==> src/fdc_pkg.sv <==
`default_nettype none

package fdc_pkg;

    // Tag carried with every queue entry.
    typedef enum logic [1:0] {
        KIND_DATA = 2'd0,
        KIND_MA1  = 2'd1,
        KIND_MC2  = 2'd2,
        KIND_CRC  = 2'd3
    } entry_kind_t;

    // Kind in the top two bits, payload byte below.
    localparam int ENTRY_W = 10;

    // Byte values that marks contribute to the CRC.
    localparam logic [7:0] MARK_A1_BYTE = 8'hA1;
    localparam logic [7:0] MARK_C2_BYTE = 8'hC2;

    // CRC-CCITT as used on floppy address and data fields.
    localparam logic [15:0] CRC_INIT = 16'hFFFF;
    localparam logic [15:0] CRC_POLY = 16'h1021;

endpackage

`default_nettype wire

==> src/fdc_write_top.sv <==
`default_nettype none

module fdc_write_top import fdc_pkg::*; #(
    parameter int QUEUE_DEPTH = 16,
    parameter int CELL_DIV    = 8,
    parameter int PULSE_LEN   = 2
) (
    input  wire logic        clk,
    input  wire logic        rstn,
    input  wire logic        wr_push,
    input  wire entry_kind_t wr_kind,
    input  wire logic [7:0]  wr_data,
    input  wire logic        abort,
    output logic             queue_full,
    output logic             write_gate,
    output logic             write_pulse,
    output logic             tx_idle
);

    entry_kind_t head_kind;
    logic [7:0]  head_data;
    logic        queue_empty;
    logic        pop;
    logic [7:0]  txdat;
    logic        txwr;
    logic        txma1;
    logic        txmc2;
    logic        txemp;
    logic        txend;
    logic        sft;
    logic        bitout;
    logic        writeen;

    tx_byte_queue #(.DEPTH(QUEUE_DEPTH)) u_queue (
        .clk(clk), .rstn(rstn), .push(wr_push), .push_kind(wr_kind), .push_data(wr_data),
        .pop(pop), .head_kind(head_kind), .head_data(head_data),
        .full(queue_full), .empty(queue_empty)
    );

    tx_feeder u_feeder (
        .clk(clk), .rstn(rstn), .brk(abort), .head_kind(head_kind), .head_data(head_data),
        .empty(queue_empty), .txemp(txemp), .pop(pop), .txdat(txdat),
        .txwr(txwr), .txma1(txma1), .txmc2(txmc2)
    );

    mfmmod u_mfm (
        .txdat(txdat), .txwr(txwr), .txma1(txma1), .txmc2(txmc2), .brk(abort), .sft(sft),
        .clk(clk), .rstn(rstn), .txemp(txemp), .txend(txend), .bitout(bitout),
        .writeen(writeen)
    );

    mfm_write_timer #(.CELL_DIV(CELL_DIV), .PULSE_LEN(PULSE_LEN)) u_timer (
        .clk(clk), .rstn(rstn), .bitout(bitout), .writeen(writeen),
        .sft(sft), .write_pulse(write_pulse), .write_gate(write_gate)
    );

    assign tx_idle = txend;

endmodule

`default_nettype wire

==> src/mfm_write_timer.sv <==
`default_nettype none

module mfm_write_timer #(
    parameter int CELL_DIV  = 8,
    parameter int PULSE_LEN = 2
) (
    input  wire logic clk,
    input  wire logic rstn,
    input  wire logic bitout,
    input  wire logic writeen,
    output logic      sft,
    output logic      write_pulse,
    output logic      write_gate
);

    localparam int DIV_W   = (CELL_DIV > 1) ? $clog2(CELL_DIV) : 1;
    localparam int PULSE_W = $clog2(PULSE_LEN + 1);

    logic [DIV_W-1:0]   div_cnt;
    logic [PULSE_W-1:0] pulse_cnt;

    always_ff @(posedge clk or negedge rstn) begin
        if (!rstn) begin
            div_cnt <= '0;
        end else if (sft) begin
            div_cnt <= '0;
        end else begin
            div_cnt <= div_cnt + 1'b1;
        end
    end

    assign sft = (div_cnt == DIV_W'(CELL_DIV - 1)); // One clock per cell.

    // The pulse starts with bitout and the counter holds the remaining cycles.
    always_ff @(posedge clk or negedge rstn) begin
        if (!rstn) begin
            pulse_cnt <= '0;
        end else if (bitout) begin
            pulse_cnt <= PULSE_W'(PULSE_LEN - 1);
        end else if (pulse_cnt != '0) begin
            pulse_cnt <= pulse_cnt - 1'b1;
        end
    end

    assign write_pulse = bitout || (pulse_cnt != '0);
    assign write_gate  = writeen;

    a_pulse_done: assert property (@(posedge clk) disable iff (!rstn)
        bitout |-> (pulse_cnt == '0));

endmodule

`default_nettype wire

==> src/mfmmod.sv <==
`default_nettype none

module mfmmod (
    input  wire logic [7:0] txdat,
    input  wire logic       txwr,
    input  wire logic       txma1,
    input  wire logic       txmc2,
    input  wire logic       brk,
    input  wire logic       sft,
    input  wire logic       clk,
    input  wire logic       rstn,
    output logic            txemp,
    output logic            txend,
    output logic            bitout,
    output logic            writeen
);

    // Marks with one clock bit left out.
    localparam logic [14:0] PAT_A1 = 15'b100010010001001;
    localparam logic [14:0] PAT_C2 = 15'b101001000100100;

    logic [14:0] enc_byte;
    logic [14:0] nxt_sft;
    logic [14:0] cur_sft;
    logic        nxt_emp;
    logic [3:0]  cell_cnt;
    logic        take_next;
    logic        last_lsb;
    logic        any_strobe;

    // Data bits on even positions, MSB at the top.
    always_comb begin
        for (int i = 0; i < 7; i++) begin
            enc_byte[2*i]   = txdat[i];
            enc_byte[2*i+1] = !txdat[i] && !txdat[i+1];
        end
        enc_byte[14] = txdat[7];
    end

    assign any_strobe = txwr || txma1 || txmc2;
    assign txemp      = nxt_emp && !any_strobe;

    always_ff @(posedge clk or negedge rstn) begin
        if (!rstn) begin
            nxt_emp <= 1'b1;
            nxt_sft <= '0;
        end else if (brk) begin
            nxt_emp <= 1'b1;
            nxt_sft <= '0;
        end else if (nxt_emp) begin
            if (txwr) begin
                nxt_sft <= enc_byte;
                nxt_emp <= 1'b0;
            end else if (txma1) begin
                nxt_sft <= PAT_A1;
                nxt_emp <= 1'b0;
            end else if (txmc2) begin
                nxt_sft <= PAT_C2;
                nxt_emp <= 1'b0;
            end
        end else if (take_next) begin
            nxt_emp <= 1'b1;
        end
    end

    always_ff @(posedge clk or negedge rstn) begin
        if (!rstn) begin
            cur_sft   <= '1;
            cell_cnt  <= '0;
            take_next <= 1'b0;
            last_lsb  <= 1'b1;
            bitout    <= 1'b0;
            writeen   <= 1'b0;
            txend     <= 1'b1;
        end else begin
            bitout    <= 1'b0;
            take_next <= 1'b0;
            if (brk) begin
                cell_cnt <= '0;
                last_lsb <= 1'b1;
                writeen  <= 1'b0;
                txend    <= 1'b1;
            end else if (sft) begin
                if (cell_cnt != '0) begin
                    bitout   <= cur_sft[14];
                    cur_sft  <= {cur_sft[13:0], 1'b1};
                    cell_cnt <= cell_cnt - 1'b1;
                end else if (!nxt_emp) begin
                    // Boundary clock from the previous last data bit.
                    bitout    <= !last_lsb && !nxt_sft[14];
                    cur_sft   <= nxt_sft;
                    last_lsb  <= nxt_sft[0];
                    cell_cnt  <= 4'd15;
                    take_next <= 1'b1;
                    writeen   <= 1'b1;
                    txend     <= 1'b0;
                end else begin
                    writeen <= 1'b0; // Underrun ends the write.
                    txend   <= 1'b1;
                end
            end
        end
    end

    a_strobe_when_empty: assert property (@(posedge clk) disable iff (!rstn)
        (any_strobe && !brk) |-> nxt_emp);

endmodule

`default_nettype wire

==> src/tx_byte_queue.sv <==
`default_nettype none

module tx_byte_queue import fdc_pkg::*; #(
    parameter int DEPTH = 16
) (
    input  wire logic        clk,
    input  wire logic        rstn,
    input  wire logic        push,
    input  wire entry_kind_t push_kind,
    input  wire logic [7:0]  push_data,
    input  wire logic        pop,
    output entry_kind_t      head_kind,
    output logic [7:0]       head_data,
    output logic             full,
    output logic             empty
);

    localparam int PTR_W = (DEPTH > 1) ? $clog2(DEPTH) : 1;
    localparam int CNT_W = $clog2(DEPTH + 1);

    logic [ENTRY_W-1:0] mem [DEPTH];
    logic [PTR_W-1:0]   wr_ptr;
    logic [PTR_W-1:0]   rd_ptr;
    logic [CNT_W-1:0]   count;
    logic               do_push;
    logic               do_pop;

    assign do_push = push && !full; // A push into a full queue is lost.
    assign do_pop  = pop && !empty;

    always_ff @(posedge clk) begin
        if (do_push) begin
            mem[wr_ptr] <= {push_kind, push_data};
        end
    end

    always_ff @(posedge clk or negedge rstn) begin
        if (!rstn) begin
            wr_ptr <= '0;
            rd_ptr <= '0;
            count  <= '0;
        end else begin
            if (do_push) begin
                wr_ptr <= (wr_ptr == PTR_W'(DEPTH - 1)) ? '0 : wr_ptr + 1'b1;
            end
            if (do_pop) begin
                rd_ptr <= (rd_ptr == PTR_W'(DEPTH - 1)) ? '0 : rd_ptr + 1'b1;
            end
            if (do_push && !do_pop) begin
                count <= count + 1'b1;
            end else if (do_pop && !do_push) begin
                count <= count - 1'b1;
            end
        end
    end

    assign head_kind = entry_kind_t'(mem[rd_ptr][ENTRY_W-1:8]);
    assign head_data = mem[rd_ptr][7:0];
    assign full      = (count == CNT_W'(DEPTH));
    assign empty     = (count == '0);

    // The host watches queue_full and the feeder watches queue_empty.
    a_no_push_full: assert property (@(posedge clk) disable iff (!rstn) push |-> !full);
    a_no_pop_empty: assert property (@(posedge clk) disable iff (!rstn) pop |-> !empty);

endmodule

`default_nettype wire

==> src/tx_feeder.sv <==
`default_nettype none

module tx_feeder import fdc_pkg::*; (
    input  wire logic        clk,
    input  wire logic        rstn,
    input  wire logic        brk,
    input  wire entry_kind_t head_kind,
    input  wire logic [7:0]  head_data,
    input  wire logic        empty,
    input  wire logic        txemp,
    output logic             pop,
    output logic [7:0]       txdat,
    output logic             txwr,
    output logic             txma1,
    output logic             txmc2
);

    typedef enum logic [1:0] {
        ST_IDLE,
        ST_SEND_HI,
        ST_SEND_LO
    } feed_state_t;

    feed_state_t state;
    logic [15:0] crc;
    logic        head_ready;

    // MSB-first CRC step over one byte.
    function automatic logic [15:0] crc_byte(input logic [15:0] crc_in, input logic [7:0] b);
        logic [15:0] c;
        logic        fb;
        c = crc_in;
        for (int i = 7; i >= 0; i--) begin
            fb = c[15] ^ b[i];
            c  = {c[14:0], 1'b0};
            if (fb) begin
                c = c ^ CRC_POLY;
            end
        end
        return c;
    endfunction

    // The head is stale in the cycle of a pop, so it is skipped then.
    assign head_ready = !empty && !pop;

    always_ff @(posedge clk) begin
        if (state == ST_IDLE) begin
            txdat <= head_data;
        end else if (state == ST_SEND_HI) begin
            txdat <= crc[15:8];
        end else begin
            txdat <= crc[7:0];
        end
    end

    always_ff @(posedge clk or negedge rstn) begin
        if (!rstn) begin
            state <= ST_IDLE;
            crc   <= CRC_INIT;
            pop   <= 1'b0;
            txwr  <= 1'b0;
            txma1 <= 1'b0;
            txmc2 <= 1'b0;
        end else begin
            pop   <= 1'b0;
            txwr  <= 1'b0;
            txma1 <= 1'b0;
            txmc2 <= 1'b0;
            if (brk) begin
                state <= ST_IDLE;
                crc   <= CRC_INIT;
            end else begin
                case (state)
                    ST_IDLE: begin
                        if (head_ready && head_kind == KIND_CRC) begin
                            state <= ST_SEND_HI;
                        end else if (head_ready && txemp) begin
                            pop <= 1'b1;
                            case (head_kind)
                                KIND_MA1: begin
                                    txma1 <= 1'b1;
                                    crc   <= crc_byte(crc, MARK_A1_BYTE);
                                end
                                KIND_MC2: begin
                                    txmc2 <= 1'b1;
                                    crc   <= crc_byte(crc, MARK_C2_BYTE);
                                end
                                default: begin
                                    txwr <= 1'b1;
                                    crc  <= crc_byte(crc, head_data);
                                end
                            endcase
                        end
                    end
                    ST_SEND_HI: begin
                        if (txemp) begin
                            txwr  <= 1'b1;
                            state <= ST_SEND_LO;
                        end
                    end
                    default: begin
                        if (txemp) begin
                            txwr  <= 1'b1;
                            pop   <= 1'b1; // The CRC entry leaves with its second byte.
                            crc   <= CRC_INIT;
                            state <= ST_IDLE;
                        end
                    end
                endcase
            end
        end
    end

    // One strobe per refill of the modulator, never two in a row.
    a_one_strobe: assert property (@(posedge clk) disable iff (!rstn)
        $onehot0({txwr, txma1, txmc2, $past(txwr || txma1 || txmc2)}));

endmodule

`default_nettype wire
==> config.mk <==
export PLATFORM = sky130hd
export DESIGN_NAME = fdc_write_top
export DESIGN_NICKNAME = d
export VERILOG_FILES = /design/src/fdc_pkg.sv /design/src/fdc_write_top.sv /design/src/mfm_write_timer.sv /design/src/mfmmod.sv /design/src/tx_byte_queue.sv /design/src/tx_feeder.sv
export SDC_FILE = /design/constraint.sdc
export NUM_CORES = 1
export LEC_CHECK = 0
export ABC_CLOCK_PERIOD_IN_PS = 7600
export BUFFER_PORTS_ARGS = -buffer_cell sky130_fd_sc_hd__buf_2
export CORE_UTILIZATION = 52
export CTS_CLUSTER_DIAMETER = 200
export DETAILED_ROUTE_END_ITERATION = 16
export PLACE_DENSITY = 0.76
export SYNTH_ARGS = -nofsm -noshare
export SYNTH_HDL_FRONTEND = slang
export SYNTH_SLANG_ARGS = --single-unit
==> constraint.sdc <==
create_clock -name clk -period 7.6 [get_ports clk]
set_clock_uncertainty 0.15 [all_clocks]
set_input_delay 0.76 -clock clk [delete_from_list [all_inputs] [get_ports clk]]
set_output_delay 0.76 -clock clk [all_outputs]
set_load 0.01 [all_outputs]
### Yosys cells after proc, flatten, opt, wreduce, memory -nomap -nowiden

Memories as Yosys holds them, arrays and structs flattened.
Cells that the tools add are included.

* flip-flop bits (word level): 88
* bits in latches: 0
* RAM bits: 160
* memory bits (read-only): 0
* bits of input ports: 14
* output and inout port bits: 4
* memories: 1

* $add $sub $neg: 7
* multipliers: 0
* div/mod/pow operators: 0
* order comparisons: 0
* equal/unequal tests: 17
* shifts and indexed selects: 0
* mux-type cells: 206
* bitwise operators: 31
* reduce and logical (&&, ||, !) cells: 53

Memory list
* u_queue.mem: depth 16, width 10, read ports 1, clocked after memory_dff 0, write ports 1, line tx_byte_queue.sv:21 `logic [ENTRY_W-1:0] mem [DEPTH];`

Operators with widths (number)
* $mux W16: 109
* $mux W13: 23
* $mux W15: 7
* $not A3 Y3: 22
* $pmux W16 S2: 2
* $mux W1: 46
* $mux W4: 6
* $logic_and A1 B1 Y1: 16
* $logic_not A1 Y1: 16
* $mux W8: 2
* $mux W2: 6
* $ne A3 B3 Y1 const B: 4
* $mux W5: 2
* $reduce_bool A2 Y1: 5
* $reduce_and A3 Y1: 3
* $add A4 B1 Y4 const B: 2
* $eq A4 B4 Y1 const B: 2
* $ne A2 B2 Y1 const B: 4
* $reduce_bool A4 Y1: 2
* $xor A1 B1 Y1: 8
* $reduce_and A2 Y1: 3
* $add A5 B1 Y5 const B: 1
* $eq A5 B5 Y1 const B: 1
* $logic_not A5 Y1: 1
* other kinds (17): 21

### Longest topological paths before layout

* depth in word-level cells: 58
* depth in mapped cells: 15
* depth with buffers taken out: 12

### Cells and area by module

Synthesis repeated with hierarchy kept, for this count alone.

* cell total of the unflattened synthesis: 742
* area total of the unflattened synthesis: 11282.1 um2

Modules (own cells, without submodules)
* tx_byte_queue: instances 1, cells each 366, area an instance 7048.0 um2, seq. area each 5129.9 um2
* tx_feeder: instances 1, cells each 187, area an instance 2064.5 um2, seq. area each 730.7 um2
* mfmmod: instances 1, cells each 171, area an instance 1945.6 um2, seq. area each 1023.5 um2
* mfm_write_timer: instances 1, cells each 18, area an instance 224.0 um2, seq. area each 125.1 um2

### Least setup slack after synthesis

Ideal clock, no wire load.

* kind: flip-flop to flip-flop
* start: reg u_queue.rd_ptr[1]
* end: reg u_feeder.crc[6]
* setup time: 0.087 ns
* arrival: 3.500 ns
* data required time: 7.363 ns
* slack: 3.863 ns
* cell stages (with the launch flop): 14
* buffers on the path: 4
* clock period less this slack: 3.737 ns
* cells stage by stage: dfrtp_1 > buf_6 > buf_4 > buf_4 > buf_1 > mux4_2 > mux4_2 > ha_1 > nor3_1 > o21ai_1 > nor3_1 > o21ai_0 > nor4_1 > a211oi_1

* longest elaborated chain between the ends: 45
* elaborated cells on any way between the ends: 53
* those cells by class: 4 x eq/ne; 42 x mux; 4 x bitwise; 2 x reduce/logical; 1 x memory

RTL lines
* start, declared: line tx_byte_queue.sv:23 `logic [PTR_W-1:0] rd_ptr;`
* start signal, assigned: line tx_byte_queue.sv:47 `rd_ptr <= (rd_ptr == PTR_W'(DEPTH - 1)) ? '0 : rd_ptr + 1'b1;`
* $mem_v2 Z16 W10 *
* $xor A1 B1 Y1: line tx_feeder.sv:34 `fb = c[15] ^ b[i];`
* $mux W13: line tx_feeder.sv:36 `if (fb) begin`
* $mux W16: line tx_feeder.sv:79 `case (head_kind)`
* $mux W16: line tx_feeder.sv:77 `end else if (head_ready && txemp) begin`
* $mux W16: line tx_feeder.sv:75 `if (head_ready && head_kind == KIND_CRC) begin`
* $mux W16: line tx_feeder.sv:73 `case (state)`
* $mux W16: line tx_feeder.sv:69 `if (brk) begin`
* [... 29 more ...]
* $mux W16: line tx_feeder.sv:73
* $mux W16: line tx_feeder.sv:69
* $mux W13: line tx_feeder.sv:36
* $pmux W16 S2: line tx_feeder.sv:79
* $mux W16: line tx_feeder.sv:77
* $mux W16: line tx_feeder.sv:75
* $pmux W16 S2: line tx_feeder.sv:73
* $mux W16: line tx_feeder.sv:69
* end signal, assigned: line tx_feeder.sv:82 `crc <= crc_byte(crc, MARK_A1_BYTE);`
* end signal, assigned: line tx_feeder.sv:86 `crc <= crc_byte(crc, MARK_C2_BYTE);`
* end signal, assigned: line tx_feeder.sv:90 `crc <= crc_byte(crc, head_data);`
* end, declared: line tx_feeder.sv:25 `logic [15:0] crc;`

Every way passes the cells marked *; elsewhere a longest branch is shown, timed or not. The select of a mux whose other input is x is not followed.
A chain may end at the register's enable or synchronous reset.

### Final worst setup path

* start: reg u_queue.rd_ptr[0]
* end: reg u_feeder.crc[13]

* longest elaborated chain between the ends: 35
* elaborated cells on any way between the ends: 41
* those cells by class: 4 x eq/ne; 32 x mux; 2 x bitwise; 2 x reduce/logical; 1 x memory

RTL lines (line)
* $mem_v2 Z16 W10 *
* $xor A1 B1 Y1: tx_feeder.sv:34
* $mux W13: tx_feeder.sv:36
* $mux W16: tx_feeder.sv:79
* $mux W16: tx_feeder.sv:77
* $mux W16: tx_feeder.sv:75
* $mux W16: tx_feeder.sv:73
* $mux W16: tx_feeder.sv:69
* [... 19 more ...]
* $mux W16: tx_feeder.sv:75
* $mux W16: tx_feeder.sv:73
* $mux W16: tx_feeder.sv:69
* $pmux W16 S2: tx_feeder.sv:79
* $mux W16: tx_feeder.sv:77
* $mux W16: tx_feeder.sv:75
* $pmux W16 S2: tx_feeder.sv:73
* $mux W16: tx_feeder.sv:69

Marks and branches as above.

==> run summary <==
status: complete, no violations
Final Util: 58.3%
global-route wire length before repair: 34.5 mm
CTS Buf Count: 25
EDFF count, synth: 160
initial antenna violation count: 0
synth unique cells: 61
Post-Syn Nets: 813
WL per Instance: 19.7 µm
register area share after synthesis: 63.3%
WL final: 21.5 mm
Via-to-Cell Ratio: 5.83
CP max FO: 34
H-tree depth: 1
asr flop ratio synth: 32.3%
initial core utilization: 52.8%
placed instance area: 11400 µm²
Area Growth Syn to Fin: 10.3%
RSZ-0062 raised after global routing: false
I/O Buffers: 17
Ys Warns: 0
Gate power share: 39.6%
Hold Path Class: flop to flop
power share of the clock group: 22.7%
Clock Latency Late Sink: 0.51 ns
Clock Root Buffer: clkbuf_16
slew margin rel.: 4.59%
vias in the first global route: 6388
diodes inserted: 0
Die ar.: 21900 µm²
Hold Slack: 0.283 ns
global-route usage over all layers: 20.5%
final instance area: 12200 µm²
Max IR drop VDD: 0.000307 V
Worst-Margin Slew: 1.43 ns
CP endpoint kind: flop
Max Cap Viol: 0
clk slew on worst S/H paths: 0.06 ns
CP Class: flop to flop
Net Sw Frac: 35.9%
Seq pwr share: 37.7%
synthesized flop and latch total: 248
Int Power: 3.42 mW
Post-Synthesis Cells: 782
Tmin final: 4.66 ns
commonest cells after routing, fill and taps aside: edfxtp_1 (160), nor2_1 (67), nand2_1 (56)
Worst setup SP type: flop
post_cts resized: 0
layout cells sized above 1: 18.6%
DRT iter0 DRCs: 443
max-slew violation count: 0
Final ANT Viol Nets: 0
LEAKAGE: 4.46 nW
Peak Freq: 215 MHz
Synth area leaders: edfxtp_1 (43%), dfrtp_1 (10%), mux4_2 (8.3%)
endpoints failing hold: 0
DRC: 0
Post-Syn Area: 11100 µm²
GPL Wtd Cong: 0.828
WP data required: 7.87 ns
setup TNS: 0 ns
Layout Nets: 829
Die Wd: 148 µm
PwrDens: 436 nW/µm²
Total Power: 5.33 mW
maximum buffer depth of the clock tree: 3
placement row count: 53
final setup margin: 2.94 ns
pre-CTS setup slack: 2.93 ns
core area: 21000 µm²
Final setup viols: 0
area fraction of the dominant cell type after synthesis: 43.4%
Switching Power: 1.91 mW
Synth area leader: edfxtp_1
commonest non-fill, non-tap cell in the layout: edfxtp_1
grt ovf: 0
Most used DFF post-synth: edfxtp_1
fin cells: 1087
worst endpoint data arrival time: 4.93 ns
routed vias: 6332
CTS tree: yes
clk sinks: 248
HPWL after detailed placement: 13.3 mm
Tcrit/Tclk final: 61.3%
Placed Instances: 1046
Avg Synthesized Cell Area: 14.2 µm²
drt pass-1 iters: 4
Die Y: 148 µm
post-CTS setup repair buffer count: 0
Top Ports: 18
largest net degree at the start of global routing: 81
cts hold-fix bufs: 0
area by class of cell:
class / count / area, µm²
sequential: 248 / 7010
tap: 275 / 344
inverter: 19 / 71.3
timing repair buffer: 33 / 208
clock buffer: 30 / 644
fill: 1623 / 8740
multi-input combinational: 471 / 3790
clock inverter: 11 / 150
Yosys cell counts, drive strengths merged, types with 2 or more instances:
cell,count
dfstp,34
o32ai,2
nand2b,10
a21o,7
o2111ai,2
dfrtp,46
a211oi,6
nor3b,3
o22ai,7
nor2,67
nor4,3
mux2,5
ha,16
a311oi,2
o21ai,34
buf,16
nor2b,11
a2111o,2
a22o,4
nor3,10
mux2i,49
or2,2
xnor2,30
nand2,56
edfxtp,160
xor2,12
or3,3
a21oi,43
and2,6
dfxtp,8
o31ai,6
nand3,8
inv,19
mux4,42
nand3b,2
o2111a,2
a2111oi,2
a31oi,4
clkbuf,28
critical path: stages, from the launching register on:
cell	delay (ns)
dfrtp_2	1.08
mux4_2	0.62
mux4_2	0.52
ha_1	0.55
inv_1	0.47
o21ai_0	0.39
o21ai_0	0.38
o22ai_1	0.14
a211oi_1	0.26
layer usage:
| metal | up-vias | share of wire [%] | track usage, % |
|---|---|---|---|
| li1 | 2944 | - | - |
| met1 | 3184 | 43 | 26.7 |
| met2 | 162 | 50 | 35.2 |
| met3 | 42 | 4.6 | 3.30 |
| met4 | 0 | 2.6 | 6.49 |
| met5 | - | 0 | 0 |
state kept, by name, indices dropped and copies added (netlist names), 5 cells and up:
register / flops
u_feeder.crc: 16
u_feeder.txdat: 8
u_mfm.nxt_sft: 15
u_mfm.cur_sft: 15
u_queue.mem: 160
u_queue.count: 5
final timing paths:
| kind | start | endpoint | slack, ns | cells after the start |
|---|---|---|---|---|
| max in group asynchronous | rstn | u_queue.rd_ptr[1] | 6.31 | 1 |
| worst max-delay path | u_queue.rd_ptr[0] | u_feeder.crc[13] | 2.94 | 8 |
| min in group asynchronous | rstn | u_timer.pulse_cnt[1] | 0.29 | 1 |
| worst min register to register | u_feeder.txdat[0] | u_mfm.nxt_sft[1] | 0.28 | 1 |
| worst min-delay path | u_feeder.txdat[0] | u_mfm.nxt_sft[1] | 0.28 | 1 |
| worst max register to register | u_queue.rd_ptr[0] | u_feeder.crc[13] | 2.94 | 8 |
power by group through the flow:
stage          clock network [mW]  registers, mW  logic (mW)
6_report                     1.21           2.01        2.11
5_1_grt                      1.28           2.05        2.33
4_1_cts                      1.23           2.01        2.11
3_5_place_dp                    0           2.04        2.11
3_3_place_gp                    0           2.03        2.07
2_1_floorplan                   0           1.87        1.79
kinds of logic (layout without fill, tap and decap cells):
| logic type | after synthesis | in the layout | share of synthesized area [%] |
|---|---|---|---|
| muxes | 96 | 96 | 13.8 |
| xor gates and xnor gates | 43 | 43 | 3.52 |
| adders and majority gates | 17 | 17 | 1.99 |
| and+or+nand+nor | 183 | 183 | 7.42 |
| buffers and inverters | 63 | 93 | 2.54 |
| DFF | 248 | 248 | 63.3 |
| AOI/OAI and AO/OA | 132 | 132 | 7.46 |
(Power assumes the default switching activity.)
